File: src/cpu_pkg.sv
`default_nettype none

package cpu_pkg;

	// --------------------------------------------------
	// Widths and counts
	// --------------------------------------------------
	localparam int DATA_W     = 8;
	localparam int REG_ADDR_W = 3;
	localparam int MEM_ADDR_W = 8;
	localparam int PC_W       = 10;
	localparam int INSTR_W    = 16;
	localparam int OPCODE_W   = 5;
	localparam int NUM_REGS   = 8;

	typedef logic [DATA_W-1:0]     data_t;
	typedef logic [REG_ADDR_W-1:0] reg_addr_t;
	typedef logic [MEM_ADDR_W-1:0] mem_addr_t;
	typedef logic [PC_W-1:0]       pc_t;
	typedef logic [INSTR_W-1:0]    instr_t;

	// First fetch address after reset
	localparam pc_t RESET_PC = '0;

	// --------------------------------------------------
	// Instruction fields, given by their low bit
	// --------------------------------------------------
	localparam int OPCODE_LSB  = 11;
	localparam int DEST_LSB    = 8;
	localparam int OP2_LSB     = 4;
	localparam int OP1_LSB     = 0;
	localparam int LD_ADDR_LSB = 0;
	// Store address sits above the source register field
	localparam int ST_ADDR_LSB = 3;
	localparam int TARGET_LSB  = 0;

	// Opcodes; every code not listed runs as a NOP
	typedef enum logic [OPCODE_W-1:0] {
		OP_NOP   = 5'h00,
		OP_ADD   = 5'h01,
		OP_SUB   = 5'h02,
		OP_SHL   = 5'h06,
		OP_JMP   = 5'h07,
		OP_LOAD  = 5'h08,
		OP_STORE = 5'h09,
		OP_AND   = 5'h0A,
		OP_OR    = 5'h0B,
		OP_NOT   = 5'h0C,
		OP_CMP   = 5'h0D,
		OP_JGT   = 5'h0E,
		OP_JLT   = 5'h0F,
		OP_JEQ   = 5'h10
	} opcode_e;

	// ALU result select
	typedef enum logic [2:0] {
		ALU_ADD = 3'd0,
		ALU_SHL = 3'd1,
		ALU_AND = 3'd2,
		ALU_OR  = 3'd3,
		ALU_NOT = 3'd4
	} alu_op_e;

	// --------------------------------------------------
	// Stage buses
	// --------------------------------------------------
	// Decode/execute control word
	typedef struct packed {
		logic      valid;
		alu_op_e   alu_op;
		logic      op2_invert;
		logic      carry_in;
		logic      op2_zero;
		logic      is_load;
		logic      is_store;
		logic      is_cmp;
		logic      reg_write;
		logic      jump_uncond;
		logic      jump_gt;
		logic      jump_lt;
		logic      jump_eq;
		reg_addr_t op1_addr;
		reg_addr_t op2_addr;
		reg_addr_t dest_addr;
		mem_addr_t mem_addr;
		pc_t       target;
	} ex_ctrl_t;

	// Register write of this cycle, also the forwarding source
	typedef struct packed {
		logic      reg_write;
		reg_addr_t dest_addr;
		data_t     data;
	} wb_bus_t;

endpackage

`default_nettype wire
File: src/cpu_top.sv
`timescale 1ns/1ps
`default_nettype none

module cpu_top (
	input  wire logic            clk,
	input  wire logic            reset,
	// Instruction memory, combinational read
	output cpu_pkg::pc_t         instr_addr,
	input  wire cpu_pkg::instr_t instr_data,
	// Data memory
	output cpu_pkg::mem_addr_t   mem_rd_addr,
	input  wire cpu_pkg::data_t  mem_rd_data,
	output logic                 mem_wr_en,
	output cpu_pkg::mem_addr_t   mem_wr_addr,
	output cpu_pkg::data_t       mem_wr_data
);

	// --------------------------------------------------
	// Stage wiring
	// --------------------------------------------------
	logic                     redirect;
	logic                     flush;
	cpu_pkg::pc_t             br_target;
	cpu_pkg::instr_t          if_instr;
	logic                     if_valid;
	cpu_pkg::reg_addr_t       rs1_addr;
	cpu_pkg::reg_addr_t       rs2_addr;
	cpu_pkg::data_t           rs1_data;
	cpu_pkg::data_t           rs2_data;
	cpu_pkg::ex_ctrl_t        ex_ctrl;
	cpu_pkg::data_t           ex_op1;
	cpu_pkg::data_t           ex_op2;
	logic [cpu_pkg::DATA_W:0] alu_result;
	cpu_pkg::wb_bus_t         wb;

	// Fetch
	fetch_stage u_fetch (
		.clk      (clk),
		.reset    (reset),
		.redirect (redirect),
		.target   (br_target),
		.pc       (instr_addr),
		.instr_in (instr_data),
		.if_instr (if_instr),
		.if_valid (if_valid)
	);

	// Decode and operand read
	decode_stage u_decode (
		.clk      (clk),
		.reset    (reset),
		.if_instr (if_instr),
		.if_valid (if_valid),
		.flush    (flush),
		.rs1_addr (rs1_addr),
		.rs2_addr (rs2_addr),
		.rs1_data (rs1_data),
		.rs2_data (rs2_data),
		.wb       (wb),
		.ex_ctrl  (ex_ctrl),
		.ex_op1   (ex_op1),
		.ex_op2   (ex_op2)
	);

	register_file u_regs (
		.clk      (clk),
		.reset    (reset),
		.rs1_addr (rs1_addr),
		.rs2_addr (rs2_addr),
		.rs1_data (rs1_data),
		.rs2_data (rs2_data),
		.wb       (wb)
	);

	// Execute and write-back
	execute_stage u_execute (
		.clk         (clk),
		.reset       (reset),
		.ex_ctrl     (ex_ctrl),
		.ex_op1      (ex_op1),
		.ex_op2      (ex_op2),
		.alu_result  (alu_result),
		.mem_rd_addr (mem_rd_addr),
		.mem_rd_data (mem_rd_data),
		.mem_wr_en   (mem_wr_en),
		.mem_wr_addr (mem_wr_addr),
		.mem_wr_data (mem_wr_data),
		.wb          (wb)
	);

	branch_unit u_branch (
		.clk        (clk),
		.reset      (reset),
		.ex_ctrl    (ex_ctrl),
		.alu_result (alu_result),
		.redirect   (redirect),
		.target     (br_target),
		.flush      (flush)
	);

endmodule

`default_nettype wire

File: src/branch_unit.sv
`timescale 1ns/1ps
`default_nettype none

module branch_unit (
	input  wire logic                clk,
	input  wire logic                reset,
	input  wire cpu_pkg::ex_ctrl_t   ex_ctrl,
	input  wire [cpu_pkg::DATA_W:0]  alu_result,
	output logic                     redirect,
	output cpu_pkg::pc_t             target,
	output logic                     flush
);

	logic gt_flag;
	logic lt_flag;
	logic eq_flag;
	logic diff_zero;
	logic borrow;
	logic taken;

	// --------------------------------------------------
	// Compare flags
	// --------------------------------------------------
	// a + ~b + 1 carries out unless a < b
	assign diff_zero = (alu_result[cpu_pkg::DATA_W-1:0] == '0);
	assign borrow    = !alu_result[cpu_pkg::DATA_W];

	// Written at the end of the CMP execute cycle
	always_ff @(posedge clk)
	begin
		if (reset)
		begin
			gt_flag <= 1'b0;
			lt_flag <= 1'b0;
			eq_flag <= 1'b0;
		end
		else if (ex_ctrl.valid && ex_ctrl.is_cmp)
		begin
			gt_flag <= !borrow && !diff_zero;
			lt_flag <= borrow;
			eq_flag <= diff_zero;
		end
	end

	// --------------------------------------------------
	// Branch decision
	// --------------------------------------------------
	// Held flags, so a jump right after CMP sees its result
	assign taken = ex_ctrl.valid && (ex_ctrl.jump_uncond
		|| (ex_ctrl.jump_gt && gt_flag)
		|| (ex_ctrl.jump_lt && lt_flag)
		|| (ex_ctrl.jump_eq && eq_flag));

	assign redirect = taken;
	assign flush    = taken;
	assign target   = ex_ctrl.target;

	// Exactly one relation holds after any compare
	a_flags_onehot: assert property (@(posedge clk) disable iff (reset)
		(ex_ctrl.valid && ex_ctrl.is_cmp) |=> $onehot({gt_flag, lt_flag, eq_flag}));

endmodule

`default_nettype wire

File: src/execute_stage.sv
`timescale 1ns/1ps
`default_nettype none

module execute_stage (
	input  wire logic               clk,
	input  wire logic               reset,
	input  wire cpu_pkg::ex_ctrl_t  ex_ctrl,
	input  wire cpu_pkg::data_t     ex_op1,
	input  wire cpu_pkg::data_t     ex_op2,
	// Sum with adder carry on top
	output logic [cpu_pkg::DATA_W:0] alu_result,
	output cpu_pkg::mem_addr_t      mem_rd_addr,
	input  wire cpu_pkg::data_t     mem_rd_data,
	output logic                    mem_wr_en,
	output cpu_pkg::mem_addr_t      mem_wr_addr,
	output cpu_pkg::data_t          mem_wr_data,
	output cpu_pkg::wb_bus_t        wb
);

	// Execute/write-back register contents
	typedef struct packed {
		logic               valid;
		logic               reg_write;
		logic               is_load;
		logic               is_store;
		cpu_pkg::reg_addr_t dest_addr;
		cpu_pkg::mem_addr_t mem_addr;
		cpu_pkg::data_t     result;
	} ex_wb_t;

	cpu_pkg::data_t          op1;
	cpu_pkg::data_t          op2;
	cpu_pkg::data_t          alu_b;
	logic [cpu_pkg::DATA_W:0] sum;
	cpu_pkg::data_t          result;
	ex_wb_t                  exwb_next;
	ex_wb_t                  exwb;

	// --------------------------------------------------
	// Operand forwarding from write-back
	// --------------------------------------------------
	// Covers the instruction directly ahead, loads included
	assign op1 = (wb.reg_write && wb.dest_addr == ex_ctrl.op1_addr) ? wb.data : ex_op1;
	assign op2 = (wb.reg_write && wb.dest_addr == ex_ctrl.op2_addr) ? wb.data : ex_op2;

	// Operand 2 prep
	always_comb
	begin
		if (ex_ctrl.op2_zero)
			alu_b = '0;
		else if (ex_ctrl.op2_invert)
			alu_b = ~op2;
		else
			alu_b = op2;
	end

	// --------------------------------------------------
	// ALU
	// --------------------------------------------------
	// 9-bit adder, carry-in set for SUB and CMP
	assign sum = {1'b0, op1} + {1'b0, alu_b}
		+ {{cpu_pkg::DATA_W{1'b0}}, ex_ctrl.carry_in};

	always_comb
	begin
		case (ex_ctrl.alu_op)
			cpu_pkg::ALU_ADD:
				result = sum[cpu_pkg::DATA_W-1:0];
			cpu_pkg::ALU_SHL:
				// Zero enters at bit 0
				result = {op1[cpu_pkg::DATA_W-2:0], 1'b0};
			cpu_pkg::ALU_AND:
				result = op1 & alu_b;
			cpu_pkg::ALU_OR:
				result = op1 | alu_b;
			cpu_pkg::ALU_NOT:
				result = ~op1;
			default:
				result = sum[cpu_pkg::DATA_W-1:0];
		endcase
	end

	// Branch unit only looks at this for CMP
	assign alu_result = sum;

	// --------------------------------------------------
	// Execute/write-back register
	// --------------------------------------------------
	always_comb
	begin
		exwb_next.valid     = ex_ctrl.valid;
		exwb_next.reg_write = ex_ctrl.reg_write;
		exwb_next.is_load   = ex_ctrl.is_load;
		exwb_next.is_store  = ex_ctrl.is_store;
		exwb_next.dest_addr = ex_ctrl.dest_addr;
		exwb_next.mem_addr  = ex_ctrl.mem_addr;
		exwb_next.result    = result;
	end

	always_ff @(posedge clk)
	begin
		if (reset)
			exwb.valid <= 1'b0;
		else
			exwb <= exwb_next;
	end

	// --------------------------------------------------
	// Write-back
	// --------------------------------------------------
	// Load address goes out combinationally, data returns this cycle
	assign mem_rd_addr = exwb.mem_addr;

	assign wb.reg_write = exwb.valid && exwb.reg_write;
	assign wb.dest_addr = exwb.dest_addr;
	assign wb.data      = exwb.is_load ? mem_rd_data : exwb.result;

	// One-cycle store strobe, memory takes it at the next edge
	assign mem_wr_en   = exwb.valid && exwb.is_store;
	assign mem_wr_addr = exwb.mem_addr;
	assign mem_wr_data = exwb.result;

	// Store and register write never share a slot
	a_wr_excl: assert property (@(posedge clk) disable iff (reset)
		!(mem_wr_en && wb.reg_write));

endmodule

`default_nettype wire

File: src/decode_stage.sv
`timescale 1ns/1ps
`default_nettype none

module decode_stage (
	input  wire logic               clk,
	input  wire logic               reset,
	input  wire cpu_pkg::instr_t    if_instr,
	input  wire logic               if_valid,
	input  wire logic               flush,
	output cpu_pkg::reg_addr_t      rs1_addr,
	output cpu_pkg::reg_addr_t      rs2_addr,
	input  wire cpu_pkg::data_t     rs1_data,
	input  wire cpu_pkg::data_t     rs2_data,
	input  wire cpu_pkg::wb_bus_t   wb,
	output cpu_pkg::ex_ctrl_t       ex_ctrl,
	output cpu_pkg::data_t          ex_op1,
	output cpu_pkg::data_t          ex_op2
);

	cpu_pkg::opcode_e  opcode;
	cpu_pkg::ex_ctrl_t dec;
	cpu_pkg::data_t    op1_fwd;
	cpu_pkg::data_t    op2_fwd;

	// --------------------------------------------------
	// Field slicing
	// --------------------------------------------------
	assign opcode   = cpu_pkg::opcode_e'(if_instr[cpu_pkg::OPCODE_LSB +: cpu_pkg::OPCODE_W]);
	assign rs1_addr = if_instr[cpu_pkg::OP1_LSB +: cpu_pkg::REG_ADDR_W];
	assign rs2_addr = if_instr[cpu_pkg::OP2_LSB +: cpu_pkg::REG_ADDR_W];

	// --------------------------------------------------
	// Opcode to control
	// --------------------------------------------------
	always_comb
	begin
		// Defaults give a NOP with no writes
		dec           = '0;
		dec.valid     = if_valid;
		dec.alu_op    = cpu_pkg::ALU_ADD;
		dec.op1_addr  = rs1_addr;
		dec.op2_addr  = rs2_addr;
		dec.dest_addr = if_instr[cpu_pkg::DEST_LSB +: cpu_pkg::REG_ADDR_W];
		dec.target    = if_instr[cpu_pkg::TARGET_LSB +: cpu_pkg::PC_W];
		case (opcode)
			cpu_pkg::OP_ADD:
				dec.reg_write = 1'b1;
			cpu_pkg::OP_SUB:
			begin
				// a + ~b + 1
				dec.op2_invert = 1'b1;
				dec.carry_in   = 1'b1;
				dec.reg_write  = 1'b1;
			end
			cpu_pkg::OP_SHL:
			begin
				dec.alu_op    = cpu_pkg::ALU_SHL;
				dec.reg_write = 1'b1;
			end
			cpu_pkg::OP_JMP:
				dec.jump_uncond = 1'b1;
			cpu_pkg::OP_LOAD:
			begin
				dec.is_load   = 1'b1;
				dec.reg_write = 1'b1;
				dec.mem_addr  = if_instr[cpu_pkg::LD_ADDR_LSB +: cpu_pkg::MEM_ADDR_W];
			end
			cpu_pkg::OP_STORE:
			begin
				// Operand 1 passes the adder unchanged
				dec.is_store = 1'b1;
				dec.op2_zero = 1'b1;
				dec.mem_addr = if_instr[cpu_pkg::ST_ADDR_LSB +: cpu_pkg::MEM_ADDR_W];
			end
			cpu_pkg::OP_AND:
			begin
				dec.alu_op    = cpu_pkg::ALU_AND;
				dec.reg_write = 1'b1;
			end
			cpu_pkg::OP_OR:
			begin
				dec.alu_op    = cpu_pkg::ALU_OR;
				dec.reg_write = 1'b1;
			end
			cpu_pkg::OP_NOT:
			begin
				dec.alu_op    = cpu_pkg::ALU_NOT;
				dec.reg_write = 1'b1;
			end
			cpu_pkg::OP_CMP:
			begin
				// Subtract for flags, no register write
				dec.op2_invert = 1'b1;
				dec.carry_in   = 1'b1;
				dec.is_cmp     = 1'b1;
			end
			cpu_pkg::OP_JGT:
				dec.jump_gt = 1'b1;
			cpu_pkg::OP_JLT:
				dec.jump_lt = 1'b1;
			cpu_pkg::OP_JEQ:
				dec.jump_eq = 1'b1;
			default:
			begin
				// NOP and unused opcodes
			end
		endcase
	end

	// Write-back result in flight bypasses the register file
	assign op1_fwd = (wb.reg_write && wb.dest_addr == rs1_addr) ? wb.data : rs1_data;
	assign op2_fwd = (wb.reg_write && wb.dest_addr == rs2_addr) ? wb.data : rs2_data;

	// --------------------------------------------------
	// Decode/execute register
	// --------------------------------------------------
	always_ff @(posedge clk)
	begin
		if (reset)
			ex_ctrl <= '0;
		else
		begin
			ex_ctrl       <= dec;
			// Taken branch in execute kills this slot
			ex_ctrl.valid <= dec.valid && !flush;
		end
	end

	// Operand values
	always_ff @(posedge clk)
	begin
		ex_op1 <= op1_fwd;
		ex_op2 <= op2_fwd;
	end

	// Jump kinds exclusive in the execute slot
	a_one_jump: assert property (@(posedge clk) disable iff (reset)
		$onehot0({ex_ctrl.jump_uncond, ex_ctrl.jump_gt, ex_ctrl.jump_lt, ex_ctrl.jump_eq}));

endmodule

`default_nettype wire

File: src/register_file.sv
`timescale 1ns/1ps
`default_nettype none

module register_file (
	input  wire logic               clk,
	input  wire logic               reset,
	input  wire cpu_pkg::reg_addr_t rs1_addr,
	input  wire cpu_pkg::reg_addr_t rs2_addr,
	output cpu_pkg::data_t          rs1_data,
	output cpu_pkg::data_t          rs2_data,
	input  wire cpu_pkg::wb_bus_t   wb
);

	cpu_pkg::data_t regs [cpu_pkg::NUM_REGS];

	// Single write port, fed from write-back
	always_ff @(posedge clk)
	begin
		if (reset)
			regs <= '{default: '0};
		else if (wb.reg_write)
			regs[wb.dest_addr] <= wb.data;
	end

	// Combinational reads, same-cycle writes come in by forwarding
	assign rs1_data = regs[rs1_addr];
	assign rs2_data = regs[rs2_addr];

endmodule

`default_nettype wire

File: src/fetch_stage.sv
`timescale 1ns/1ps
`default_nettype none

module fetch_stage (
	input  wire logic           clk,
	input  wire logic           reset,
	input  wire logic           redirect,
	input  wire cpu_pkg::pc_t   target,
	output cpu_pkg::pc_t        pc,
	input  wire cpu_pkg::instr_t instr_in,
	output cpu_pkg::instr_t     if_instr,
	output logic                if_valid
);

	// --------------------------------------------------
	// Program counter and fetch valid
	// --------------------------------------------------
	always_ff @(posedge clk)
	begin
		if (reset)
		begin
			pc       <= cpu_pkg::RESET_PC;
			if_valid <= 1'b0;
		end
		else if (redirect)
		begin
			// Taken branch, word at the old pc is dropped
			pc       <= target;
			if_valid <= 1'b0;
		end
		else
		begin
			pc       <= cpu_pkg::pc_t'(pc + 1'b1);
			if_valid <= 1'b1;
		end
	end

	// Fetch register, qualified by if_valid
	always_ff @(posedge clk)
	begin
		if_instr <= instr_in;
	end

endmodule

`default_nettype wire

File: config.mk
export PLATFORM = sky130hd
export DESIGN_NAME = cpu_top
export DESIGN_NICKNAME = d
export VERILOG_FILES = /design/src/cpu_pkg.sv /design/src/cpu_top.sv /design/src/branch_unit.sv /design/src/execute_stage.sv /design/src/decode_stage.sv /design/src/register_file.sv /design/src/fetch_stage.sv
export SDC_FILE = /design/constraint.sdc
export NUM_CORES = 1
export LEC_CHECK = 0
export ABC_AREA = 1
export BUFFER_PORTS_ARGS = -buffer_cell sky130_fd_sc_hd__buf_4
export CAP_MARGIN = 20
export CORE_MARGIN = 3
export CORE_UTILIZATION = 55
export CTS_BUF_LIST = sky130_fd_sc_hd__clkbuf_4
export CTS_CLUSTER_DIAMETER = 80
export CTS_CLUSTER_SIZE = 14
export DETAILED_ROUTE_END_ITERATION = 7
export PLACE_DENSITY_LB_ADDON = 0.3
export RECOVER_POWER = 25
export SLEW_MARGIN = 5
export SYNTH_ARGS = -nofsm -noshare
export SYNTH_HDL_FRONTEND = slang
export SYNTH_SLANG_ARGS = --single-unit
File: constraint.sdc
create_clock -name clk -period 3.5 [get_ports clk]
set_input_delay 0.7 -clock clk [delete_from_list [all_inputs] [get_ports clk]]
set_output_delay 0.7 -clock clk [all_outputs]
set_load 0.005 [all_outputs]
=== After elaboration in Yosys (flattened, before gate mapping) ===
Cells that the tools add are included.

* Add/subtract/negate cells: 3
* Order comparisons: 4
* Equal/unequal tests: 21
* Mux-type cells: 30
* Bitwise operators: 7
* Reduce and logical (&&, ||, !) cells: 23

{| class="wikitable"
|+ Operators with widths
! cell !! number
|-
| 8-bit two-way mux || 12
|-
| 64-bit bitwise mux || 1
|-
| 8-bit binary-select mux with 3-bit select || 2
|-
| 5-bit by 4-bit == test with 1-bit output, second input constant || 8
|-
| 8-bit case mux with 4 select lines || 1
|-
| 8-bit demux with 3-bit select || 1
|-
| 8-bit NOT || 2
|-
| 8-bit case mux with 2 select lines || 1
|-
| 1-bit logical AND || 14
|-
| 3-bit == test || 4
|-
| 4-bit >= comparator, second input constant || 3
|-
| 3-bit NOT with 4-bit output || 3
|-
| 3-bit case mux with 4 select lines || 1
|-
| 10-bit by 1-bit adder with 10-bit output, second input constant || 1
|-
| 5-bit by 3-bit == test with 1-bit output, second input constant || 2
|-
| 10-bit two-way mux || 1
|-
| 8-bit by 8-bit adder with 9-bit output || 1
|-
| 9-bit by 1-bit adder with 9-bit output || 1
|-
| 1-bit two-way mux || 9
|-
| 8-bit bitwise AND || 1
|-
| 8-bit zero test || 1
|-
| 8-bit OR || 1
|-
| 7-bit OR reduction || 1
|-
| 3-bit by 2-bit == test with 1-bit output, second input constant || 2
|-
| 10 further kinds || 14
|}

* Bits in registers: 174
* Output and inout bits: 35

=== Logic depth before layout (Yosys ltp) ===
* Word-level depth: 11
* Depth in mapped cells: 23

=== By module ===
Synthesis repeated with hierarchy kept, for this count alone.

* Cell total of the unflattened synthesis: 1,423
* Area, all modules: 9,436.6 µm²

{| class="wikitable"
|+ By module, submodules not included
! module !! times used !! cells each !! area each (µm²)
|-
| register_file || 1 || 654 || 3,826.2
|-
| execute_stage || 1 || 373 || 2,536.2
|-
| decode_stage || 1 || 250 || 1,896.8
|-
| fetch_stage || 1 || 107 || 922.1
|-
| branch_unit || 1 || 39 || 255.2
|}

=== Least setup slack after synthesis ===
OpenSTA, ideal clock, no wires.

* Path kind: register -> register
* From: reg u_execute.exwb[21] (netlist bit)
* To: reg u_branch.eq_flag
* Setup time: 0.070 ns
* Data arrival time: 2.764 ns
* Slack: 0.666 ns
* Cell stages (with the launch flop): 23
* Buffers on the path: 1
* Period minus slack after synthesis: 2.834 ns
* Cells stage by stage: edfxtp_1 nand2_1 nor2_1 o21ai_1 nor2_4 buf_4 o21ai_0 inv_1 nand2_1 nand3_1 inv_1 fa_1 inv_1 fa_1 inv_1 nand2_1 nand2_1 nand3_1 nand3_1 nand3_1 nor2_1 nand2_1 a21oi_1

* Word-level cells in the longest chain between the ends: 9

{| class="wikitable"
|+ Ends and longest elaborated chain
! item !! RTL line !! RTL
|-
| start, declared || execute_stage.sv:37 || <nowiki>ex_wb_t exwb;</nowiki>
|-
| start signal, assigned || execute_stage.sv:105 || <nowiki>exwb <= exwb_next;</nowiki>
|-
| 1-bit logical AND * || execute_stage.sv:114 || <nowiki>assign wb.reg_write = exwb.valid && exwb.reg_write;</nowiki>
|-
| 1-bit logical AND || execute_stage.sv:44 || <nowiki>assign op2 = (wb.reg_write && wb.dest_addr == ex_ctrl.op2_addr) ? wb.data : ex_op2;</nowiki>
|-
| 8-bit two-way mux || execute_stage.sv:44 ||
|-
| 8-bit NOT || execute_stage.sv:52 || <nowiki>alu_b = ~op2;</nowiki>
|-
| 8-bit two-way mux || execute_stage.sv:51 || <nowiki>else if (ex_ctrl.op2_invert)</nowiki>
|-
| 8-bit two-way mux || execute_stage.sv:49 || <nowiki>if (ex_ctrl.op2_zero)</nowiki>
|-
| 8-bit by 8-bit adder with 9-bit output * || execute_stage.sv:61 || <nowiki>assign sum = {1'b0, op1} + {1'b0, alu_b}</nowiki>
|-
| 9-bit by 1-bit adder with 9-bit output * || execute_stage.sv:62 || <nowiki>+ {{cpu_pkg::DATA_W{1'b0}}, ex_ctrl.carry_in};</nowiki>
|-
| 8-bit zero test * || branch_unit.sv:25 || <nowiki>assign diff_zero = (alu_result[cpu_pkg::DATA_W-1:0] == '0);</nowiki>
|-
| end signal, assigned || branch_unit.sv:41 || <nowiki>eq_flag <= diff_zero;</nowiki>
|-
| end, declared || branch_unit.sv:16 || <nowiki>logic eq_flag;</nowiki>
|}

Every way passes the cells marked *; elsewhere a longest branch is shown, timed or not.
A chain may end at the register's enable or synchronous reset.

=== Final worst setup path ===
* From: reg u_execute.exwb, in the netlist u_execute.wb[10]
* To: reg u_branch.eq_flag

* Word-level cells in the longest chain between the ends: 9

{| class="wikitable"
|+ Ends and longest elaborated chain
! item !! RTL line
|-
| 3-bit == test || execute_stage.sv:44
|-
| 1-bit logical AND || execute_stage.sv:44
|-
| 8-bit two-way mux || execute_stage.sv:44
|-
| 8-bit NOT || execute_stage.sv:52
|-
| 8-bit two-way mux || execute_stage.sv:51
|-
| 8-bit two-way mux || execute_stage.sv:49
|-
| 8-bit by 8-bit adder with 9-bit output * || execute_stage.sv:61
|-
| 9-bit by 1-bit adder with 9-bit output * || execute_stage.sv:62
|-
| 8-bit zero test * || branch_unit.sv:25
|}

Marked as above.

==> metrics.yaml <==
syn_nets: 1152
r2r_cells: 21
synth_top_area_share_pct: 35.3
clkSlewWorstSetupHoldPaths_ns: 0.14
ff2ff_setup_slack_ns: 0.33
htree_num_levels: 4
nFillCells: 1314
cts_resized: 0
cts_hold_buf: 0
relSlewSlack_pct: -21.2
clkLatencyLatePin_ns: 0.59
gp_congestion: 0.898
cp.required_ns: 4.02
synth_seq_cells: 165
ys_types: 40
drt_wl_total_um: 19900
cp-start-kind: "register"
drv.max_cap_violation_count: 1
antenna_found_initial: 1
setup_viol_count_final: 0
cts_buffers: 17
cts_tree: "done"
areaGrowthSynthToFinish_pct: 8.43
tightest_slew_ns: 1.82
synth.area.top_cells: "dfxtp_1, o21ai_0, edfxtp_1"
post_drt_wl_per_cell_um: 15.0
r2r_start: "u_execute.wb[10]"
yosysSeqAreaShare_pct: 43.4
endpoint_kind: "register"
stdcell_count: 1326
grt_pass1_vias: 6651
route.vias.total: 7299
ys_warn_count: 0
die_w_um: 127
syn_avg_cell_area_um2: 7.33
rows: 43
final_layout_size_suffix_gt1_share_pct: 11.4
finalMaxSlewViolations: 61
cts_setup_buffers: 0
synthesis.instances: 1107
rsz0062_at_grt: "false"
initial_core_util_pct: 57.4
dr.pass1.iters: 7
drc_errors: 0
yosys.area.top_type: "dfxtp_1"
finalSetupTns_ns: 0
hold_end: "u_fetch.if_instr[15]"
io_buffers: 60
layout.nets: 1177
async_reset_ff_share_pct: 0
via_per_inst: 5.50
cts-root-buf: "clkbuf_4"
critical_path_class: "reg2reg"
worstReg2RegEnd: "u_branch.eq_flag"
grt_first_pass_wirelength_um: 32500
holdPathStages: 1
place_ws_ns: 0.370
grt-ovfl-total: 0
hold_viol_final: 0
multi_input_area_um2: 3620
violations: "capacitance limit, slew limit"
first_iter_violations: 770
dp.cells: 1286
fp.coreArea_um2: 14100
status: "finished, violations left"
synth_ff_type: "dfxtp_1"
hpwl_um: 13900
min_period_ns: 3.17
track_usage_pct: 24.7
die_area_um2: 16300
power_leakage_nw: 3.92
hold_class: "in2reg"
die_h_um: 127
skew_ns: 0.0248
yosys.cell_count.top_type: "nand2_1"
fin_crit_sh_pct: 90.5
ant_nets: 0
cts.sinks: 165
power.density_nw_per_um2: 420
cp_max_fo: 8
cp.arrival_ns: 3.69
grt_max_degree: 61
io_pins: 61
netlist_area_um2: 8120
regArea_um2: 3520
ctsLongestPathBuffers: 2
ir_worst_vdd_v: 0.000269
setup_slack_ns: 0.334
synth_edf_count: 22
max_freq_ghz: 0.316
synth_commonest_cells: "nand2_1, o21ai_0, inv_1"
hold_start: "instr_data[15]"
==> sequential cells by signal, indices dropped and copies added, names as in the netlist <==
signal                 flops
u_branch.lt_flag           1
u_branch.gt_flag           1
u_decode.ex_op2            8
u_execute.mem_rd_addr      8
u_execute.mem_wr_data      8
u_execute.exwb             4
u_regs.regs               64
u_decode.ex_op1            8
u_branch.eq_flag           1
u_decode.ex_ctrl          32
u_execute.wb               3
u_fetch.pc                10
u_fetch.if_valid           1
u_fetch.if_instr          16
==> worst max-delay path, cell delays in order (launching register included) <==
cell	delay (ns)
edfxtp_1	0.55
xnor2_1	0.22
nand2_1	0.11
nor2_4	0.22
nand2_1	0.06
o21ai_0	0.11
inv_1	0.07
nand2_1	0.06
nand3_1	0.08
inv_1	0.11
fa_1	0.21
inv_1	0.06
fa_1	0.41
inv_1	0.09
nand2_1	0.05
nand2_1	0.09
nand3_1	0.09
nand3_1	0.11
nand3_1	0.08
nor2_1	0.12
nand2_1	0.07
a21oi_1	0.11
==> power breakdown <==
part | switching [W] | internal [W]
registers | 0.0000467 | 0.00200
logic | 0.000408 | 0.000244
clock network | 0.000701 | 0.000296
total | 0.00116 | 0.00254
==> cell usage in the layout (no fill, tap or decap), types with 2 or more instances in the layout <==
| master | netlist | final |
|---|---|---|
| inv_1 | 145 | 145 |
| o22ai_1 | 12 | 12 |
| buf_4 | 25 | 67 |
| edfxtp_1 | 22 | 22 |
| a21oi_1 | 114 | 114 |
| fa_1 | 2 | 2 |
| clkinv_2 | 0 | 2 |
| nor3_1 | 3 | 3 |
| clkinv_1 | 3 | 6 |
| nand3_1 | 73 | 73 |
| o21ai_1 | 3 | 3 |
| or2_2 | 2 | 2 |
| a211oi_1 | 14 | 14 |
| nand2_2 | 8 | 8 |
| inv_6 | 0 | 5 |
| ha_1 | 17 | 17 |
| dfxtp_1 | 143 | 143 |
| o21ai_0 | 155 | 155 |
| nand2_1 | 168 | 168 |
| clkbuf_1 | 41 | 3 |
| xnor2_1 | 5 | 5 |
| nor4_1 | 4 | 4 |
| o211ai_1 | 19 | 19 |
| xor2_1 | 6 | 6 |
| nor2_1 | 94 | 94 |
| clkinv_4 | 0 | 2 |
| clkbuf_4 | 0 | 34 |
| inv_2 | 2 | 2 |
==> through the flow <==
stage	power (W)	area (um2)	hold WS, ns	utilization [%]
2_1_floorplan	0.00254	8120	0.386	-
3_3_place_gp	0.00272	8520	0.389	60.2
3_5_place_dp	0.00273	8520	0.389	60.2
4_1_cts	0.00370	8760	0.178	61.9
5_1_grt	0.00389	8800	0.176	62.2
6_report	0.00370	8800	0.227	62.2
==> cell families (layout without fill, tap and decap cells) <==
kind of cell,Yosys count,after routing,share of synthesized area (%)
buffers and inverters,230,268,12.0
AND/OR/NAND/NOR,359,359,18.9
AO/OA/AOI/OAI,322,322,21.2
XOR/XNOR,11,11,1.19
multiplexers,1,1,0.123
adder cells (fa/ha/maj),19,19,3.11
flip-flops,165,165,43.4
other,0,1,0
==> per-layer routing <==
metal	global-route usage, %	up-vias	share of wire, %
met1	34.3	3304	45
li1	-	3679	-
met4	7.57	0	1.6
met2	38.7	283	46
met3	5.39	33	7.7
met5	0	-	0
==> layout make-up <==
cell class	count	area share, %
sequential	165	40.0
clock buffer	18	1.54
clock inverter	14	1.15
antenna	1	0.0284
inverter	150	6.40
tap	180	2.56
timing repair buffer	86	7.21
multi-input combinational	712	41.1
==> worst max path at each step <==
stage	from	endpoint	slack (ns)	cells after the start
finish	u_execute.wb[10]	u_branch.eq_flag	0.33	21
global route	u_execute.wb[10]	u_branch.eq_flag	0.002	21
CTS	u_execute.wb[10]	u_branch.eq_flag	0.36	21
detailed placement	mem_rd_data[0]	u_branch.eq_flag	0.37	20
global placement	mem_rd_data[0]	u_branch.eq_flag	0.45	20
floorplan	u_execute.exwb[21]	u_branch.eq_flag	0.67	22
Power figures use the tool's default switching activity.
